[config.mk]
export PLATFORM = sky130hd
export DESIGN_NAME = icache_lookup
export DESIGN_NICKNAME = d
export VERILOG_FILES = /design/src/design/icache_addr_pkg.sv /design/src/design/icache_way_pkg.sv /design/src/design/icache_lookup.sv
export SDC_FILE = /design/constraint.sdc
export NUM_CORES = 1
export LEC_CHECK = 0
export ABC_AREA = 1
export BUFFER_PORTS_ARGS = -buffer_cell sky130_fd_sc_hd__buf_4
export CAP_MARGIN = 30
export CORE_AREA = 2 2 107 109
export DETAILED_ROUTE_END_ITERATION = 8
export DIE_AREA = 0 0 109 111
export SYNTH_ARGS = -nofsm -noshare
export SYNTH_HDL_FRONTEND = slang
export SYNTH_SLANG_ARGS = --single-unit
[constraint.sdc]
create_clock -name vclk -period 3.1
set_input_delay 0.62 -clock vclk [all_inputs]
set_output_delay 0.62 -clock vclk [all_outputs]
set_load 0.1 [all_outputs]
[src/design/icache_addr_pkg.sv]
// Instruction cache address fields: halfword, word, set and tag types.
package icache_addr_pkg;

    // Field widths of the 18-bit halfword fetch address.
    localparam int unsigned HALF_ADDR_W = 18;
    localparam int unsigned WORD_ADDR_W = HALF_ADDR_W - 1;
    localparam int unsigned SET_W       = 8;
    localparam int unsigned TAG_W       = WORD_ADDR_W - SET_W;
    localparam int unsigned INSTR_W     = 32;

    localparam int unsigned NUM_SETS = 2 ** SET_W;

    // Address bits 18:1.
    typedef logic [HALF_ADDR_W-1:0] half_addr_t;
    // Address bits 18:2.
    typedef logic [WORD_ADDR_W-1:0] word_addr_t;
    typedef logic [SET_W-1:0]       set_idx_t;
    typedef logic [TAG_W-1:0]       tag_t;
    typedef logic [INSTR_W-1:0]     instr_t;

    // Word holding the first halfword of a fetch.
    function automatic word_addr_t word_of(half_addr_t addr);
        return addr[HALF_ADDR_W-1:1];
    endfunction

    function automatic set_idx_t set_of(word_addr_t addr);
        return addr[SET_W-1:0];
    endfunction

    function automatic tag_t tag_of(word_addr_t addr);
        return addr[WORD_ADDR_W-1:SET_W];
    endfunction

endpackage
[src/design/icache_way_pkg.sv]
// Instruction cache way entry and the status passed from lookup to refill.
package icache_way_pkg;

    import icache_addr_pkg::*;

    // One cache line of one word, 42 bits.
    typedef struct packed {
        logic   valid;
        tag_t   tag;
        instr_t data;
    } way_entry_t;

    // Lookup result for the low and the next word of a fetch.
    typedef struct packed {
        logic       miss;
        word_addr_t fill_addr;
        logic       hit_lo_way0;
        logic       hit_lo_way1;
        logic       hit_hi_way0;
        logic       hit_hi_way1;
    } lookup_status_t;

    // Only valid entries take part in the compare.
    function automatic logic entry_hit(way_entry_t entry, tag_t tag);
        return entry.valid && (entry.tag == tag);
    endfunction

endpackage

[src/design/icache_lookup.sv]
// Instruction cache lookup: tag compare, instruction assembly, stall and miss address.
`timescale 1ns/100ps

module icache_lookup
    import icache_addr_pkg::*, icache_way_pkg::*;
(
    input  half_addr_t     fetch_addr_i,
    input  logic           init_busy_i,

    input  way_entry_t     way0_lo_i,
    input  way_entry_t     way0_hi_i,
    input  way_entry_t     way1_lo_i,
    input  way_entry_t     way1_hi_i,
    output set_idx_t       rd_set_lo_o,
    output set_idx_t       rd_set_hi_o,

    output lookup_status_t status_o,

    output logic           stall_o,
    output logic           mem_valid_o,
    output word_addr_t     mem_addr_o,
    output instr_t         instr_o
);

    word_addr_t lo_addr;
    word_addr_t hi_addr;
    logic       unaligned;

    logic       hit_lo_way0;
    logic       hit_lo_way1;
    logic       hit_hi_way0;
    logic       hit_hi_way1;
    logic       lo_hit;
    logic       hi_hit;
    logic       miss;

    instr_t     lo_data;
    instr_t     hi_data;

    assign lo_addr   = word_of(fetch_addr_i);
    // Wraps from set 255 into the next tag.
    assign hi_addr   = lo_addr + WORD_ADDR_W'(1);
    assign unaligned = fetch_addr_i[0];

    assign rd_set_lo_o = set_of(lo_addr);
    assign rd_set_hi_o = set_of(hi_addr);

    assign hit_lo_way0 = entry_hit(way0_lo_i, tag_of(lo_addr));
    assign hit_lo_way1 = entry_hit(way1_lo_i, tag_of(lo_addr));
    assign hit_hi_way0 = entry_hit(way0_hi_i, tag_of(hi_addr));
    assign hit_hi_way1 = entry_hit(way1_hi_i, tag_of(hi_addr));

    assign lo_hit = hit_lo_way0 | hit_lo_way1;
    assign hi_hit = hit_hi_way0 | hit_hi_way1;

    // The next word matters only for an unaligned fetch.
    assign miss = !lo_hit || (unaligned && !hi_hit);

    assign lo_data = hit_lo_way0 ? way0_lo_i.data : way1_lo_i.data;
    assign hi_data = hit_hi_way0 ? way0_hi_i.data : way1_hi_i.data;

    // Upper half of the low word, then lower half of the next word above it.
    assign instr_o = unaligned ? {hi_data[15:0], lo_data[31:16]} : lo_data;

    // Low word first when both are missing.
    assign mem_addr_o = lo_hit ? hi_addr : lo_addr;

    assign stall_o     = miss | init_busy_i;
    assign mem_valid_o = miss & !init_busy_i;

    assign status_o.miss        = miss;
    assign status_o.fill_addr   = mem_addr_o;
    assign status_o.hit_lo_way0 = hit_lo_way0;
    assign status_o.hit_lo_way1 = hit_lo_way1;
    assign status_o.hit_hi_way0 = hit_hi_way0;
    assign status_o.hit_hi_way1 = hit_hi_way1;

endmodule

**Word level (Yosys, flattened, before mapping)**

Index checks and enable logic that the tools add are counted.

- Flip-flop bits (word level): 0
- Input bits: 187
- Output and inout port bits: 89

- Add/subtract/negate cells: 1
- Equal/unequal tests: 4
- Muxes and demuxes: 4
- Bitwise gates (word level): 4
- Reductions and logical operators: 9

Operators by type and width:

| operator | number |
|---|---|
| 2-to-1 mux 32 bit | 2 |
| equality test 9 bit | 4 |
| adder 17 x 1 -> 17 bit (second input constant) | 1 |
| 2-to-1 mux 17 bit | 1 |
| 2-to-1 mux 16 bit | 1 |
| logical AND 1 bit | 5 |
| logical NOT 1 bit | 3 |
| bitwise OR 1 bit | 3 |
| AND 1 bit | 1 |
| logical OR 1 bit | 1 |

**Depth between registers and ports, before layout**

- Depth after elaboration: 8
- Gate-level depth with buffers: 16

**Worst setup path after synthesis**

No wires, ideal clock.

- Path type: input port to output port
- Start point: input fetch_addr_i[1]
- End point: output status_o[11] (netlist bit)
- Data arrival time: 4.768 ns
- Required time: 2.480 ns
- Path slack: -2.288 ns
- Cell stages on the path: 7
- Cell sequence: inv_1 -> nor2_4 -> nand2_1 -> xor2_1 -> nand2_1 -> o21ai_0 -> buf_4

- Cells in the longest elaborated chain, start to end: 2

RTL lines:

| what | line | RTL |
|---|---|---|
| start: declaration | icache_lookup.sv:7 | `input half_addr_t fetch_addr_i,` |
| adder 17 x 1 -> 17 bit | icache_lookup.sv:42 | `assign hi_addr = lo_addr + WORD_ADDR_W'(1);` |
| named net rd_set_hi_o[7] | icache_lookup.sv:15 | `output set_idx_t rd_set_hi_o,` |
| 2-to-1 mux 17 bit | icache_lookup.sv:66 | `assign mem_addr_o = lo_hit ? hi_addr : lo_addr;` |
| end: declaration | icache_lookup.sv:17 | `output lookup_status_t status_o,` |

The timed path passes the listed nets, and every way through them passes these cells.

**Worst setup path after layout**

- Start point: input fetch_addr_i[2]
- End point: output instr_o[31]

- Cells in the longest elaborated chain, start to end: 5

RTL lines:

| what | line | RTL |
|---|---|---|
| adder 17 x 1 -> 17 bit | icache_lookup.sv:42 |  |
| equality test 9 bit | icache_way_pkg.sv:25 | `return entry.valid && (entry.tag == tag);` |
| logical AND 1 bit | icache_way_pkg.sv:25 |  |
| 2-to-1 mux 16 bit | icache_lookup.sv:60 | `assign hi_data = hit_hi_way0 ? way0_hi_i.data : way1_hi_i.data;` |
| 2-to-1 mux 32 bit | icache_lookup.sv:63 | `assign instr_o = unaligned ? {hi_data[15:0], lo_data[31:16]} : lo_data;` |
| end: declaration | icache_lookup.sv:22 | `output instr_t instr_o` |

Every way passes these cells.

==> impl_metrics.ini <==
[run_status]
status = complete, but fails checks
violations = negative setup slack

[global_routing]
antenna_found_initial = 0
grt_pass1_wl_um = 21830
overflow = 0
grt_pass1_vias = 4522
track_usage_pct = 22.05
grt_start_max_net_pins = 34

[sta]
fmaxAchievable_ghz = 0.3178
max-slew-margin-rel_pct = 64.56
fin_ws_ns = -0.04676
rsz0062_at_grt = yes
timing.final.crit_share_pct = 101.5
drv_slew = 0
whs_ns = 1.525
tightest_slew_ns = 0.5310
period_minus_slack_ns = 3.147
hold_viol = 0
setup_viol = 11

[floorplan]
fp.coreArea_um2 = 11080
ios = 276
fp.dieW_um = 109
dieArea_um2 = 12100
start_util_pct = 24.35
rows = 39
die_y_um = 111

[layout]
clockBufferCount = 0
seq_cell_count = 0
final_cell_area_um2 = 6389
drive_gt1_share_pct = 56.33
seqCellArea_um2 = 0
stdcell_count = 972
num_antenna_cells = 0
syn_to_final_growth_pct = 136.8
final_nets = 1019

[logic_synthesis]
yosysWarnings = 0
postSynthCellCount = 555
synthesis.nets = 743
yosys.cell_types.count = 32
synth_area_per_cell_um2 = 4.861
yosysSeqAreaShare_pct = 0
syn_area_um2 = 2698

[route]
drtIter0Drc = 261
drc = 0
detailroute.via_count = 4625
via_per_inst = 4.758
wl_per_cell_um = 14.97
drt_wl_total_um = 14550
ant_nets = 0
dr.pass1.iters = 5

[worst_setup_path]
worstSetupStartpointType = primary input
required_ns = 2.48
worstPathMaxFanout = 8
critPathSlowestCell = nor2_8
end_kind = primary output
cp_cell_sequence = buf_8, ha_4, nand3_2, nor2_4, nand4_1, nand3_2, nand2_1, nor2_2, nand2_2, nor2_8, nand2_4, nand2_1, nand3_1, nand2_4, buf_12
critPathArrivalTime_ns = 2.53
max_stage_delay_ns = 0.21
crit_type = in -> out

[power_and_ir_drop]
clkPwrFrac_pct = 0
p_switching_uw = 871.9
ir_drop_v = 0.0001457
p_comb_share_pct = 100.0
switching_share_pct = 65.67
leakage_uw = 0.003403
p_seq_share_pct = 0
intPower_uw = 455.8
cellPowerDensity_nw_per_um2 = 207.8

[place]
hpwl_um = 11580
place.gp.congestion = 0.8992
post_dp_cell_area_um2 = 5502
io_buffers = 244
post-place-cells = 949

[worst_hold_path]
worstHoldStart = init_busy_i
min_to = mem_valid_o
holdCritPathClass = in -> out
min_path_cells = 3

[job]
cap_violations = 0
## per-layer routing
layer,vias to the layer above,routed length [um],global-route usage [%]
met5,-,0,0
met2,189,7860,42.40
met1,2150,5348,25.12
met3,24,1035,2.998
li1,2262,-,-
met4,0,306,4.615
## per-stage QoR
step,TNS [ns],util [%],setup WS [ns],total power (uW)
after global placement,-3.804,49.67,-0.2180,1190
after CTS,0,54.81,0.001118,1285
final,-0.1950,57.68,-0.04676,1328
after global routing,-3.496,57.68,-0.2226,1385
after floorplan,-5.061,-,-0.3893,879.3
after detailed placement,-4.899,49.67,-0.2824,1200
## cells in the final DEF, fill, tap and decap left out, drive strengths merged
master	instances
nand3b	11
xor2	15
o21ai	19
or2	2
inv	61
nand2	229
ha	1
nor4	1
xnor2	2
buf	326
a21oi	35
nor3	2
o2111ai	1
nor2	50
nand3	61
clkinvlp	2
a211oi	1
nand4	10
## critical path: cells and delay by family
family | cells | cell delay, ns
buf+inv | 2 | 0.25
fa+ha+maj | 1 | 0.16
simple gates | 12 | 1.48
## what timing repair did
action,in CTS,in global routing
gates cloned,2,0
endpoints found under the setup margin,22,46
pin swaps,27,16
setup buffers,12,9
gates resized for setup,100,67
hold buffers,0,0
## synthesized netlist by cell type, types with 2 or more instances
| library cell | instances | area (um2) |
|---|---|---|
| nand2_1 | 216 | 810.8 |
| inv_1 | 63 | 236.5 |
| nand3_1 | 60 | 300.3 |
| nor2_1 | 38 | 142.6 |
| a21oi_1 | 35 | 175.2 |
| buf_4 | 32 | 240.2 |
| o21ai_0 | 17 | 85.08 |
| xor2_1 | 15 | 131.4 |
| clkbuf_1 | 11 | 41.29 |
| nand2_2 | 11 | 68.82 |
| nand3b_1 | 10 | 75.07 |
| nand4_1 | 9 | 56.30 |
| buf_2 | 5 | 25.02 |
| nor2_2 | 5 | 31.28 |
| nor2_4 | 5 | 56.30 |
| buf_1 | 2 | 7.510 |
| clkbuf_2 | 2 | 10.01 |
| nor2_8 | 2 | 40.04 |
| nor3_1 | 2 | 10.01 |
| or2_2 | 2 | 12.51 |
| xnor2_1 | 2 | 17.52 |
## worst max-delay path by stage
| stage | end | start | slack (ns) | cells after the start |
|---|---|---|---|---|
| 5_1_grt | instr_o[18] | fetch_addr_i[2] | -0.22 | 15 |
| 3_3_place_gp | instr_o[17] | fetch_addr_i[1] | -0.22 | 15 |
| 4_1_cts | instr_o[30] | fetch_addr_i[1] | 0.001 | 16 |
| 2_1_floorplan | stall_o | fetch_addr_i[1] | -0.39 | 11 |
| 3_5_place_dp | instr_o[29] | fetch_addr_i[1] | -0.28 | 15 |
| 6_report | instr_o[31] | fetch_addr_i[2] | -0.05 | 15 |
## power groups by stage
stage                     logic [uW]  registers (uW)  clock network [uW]
final                           1330               0                   0
after global routing            1390               0                   0
after CTS                       1290               0                   0
after detailed placement        1200               0                   0
after global placement          1190               0                   0
after floorplan                  879               0                   0
## kinds of logic (layout without fill, tap and decap cells)
| kind of cell | count (synthesis) | in the layout | share of synthesized area (%) |
|---|---|---|---|
| xor+xnor | 17 | 17 | 5.520 |
| simple gates | 365 | 366 | 61.64 |
| compound gates | 56 | 56 | 11.18 |
| buf+inv | 116 | 389 | 21.20 |
| fa+ha+maj | 1 | 1 | 0.4637 |
## area by class of cell
class,instances,area [um2]
fillers,1024,4688
inverters,63,244.0
multi-input cells,440,3003
well taps,143,178.9
repair buffers,326,2963
(Power assumes the default switching activity.)
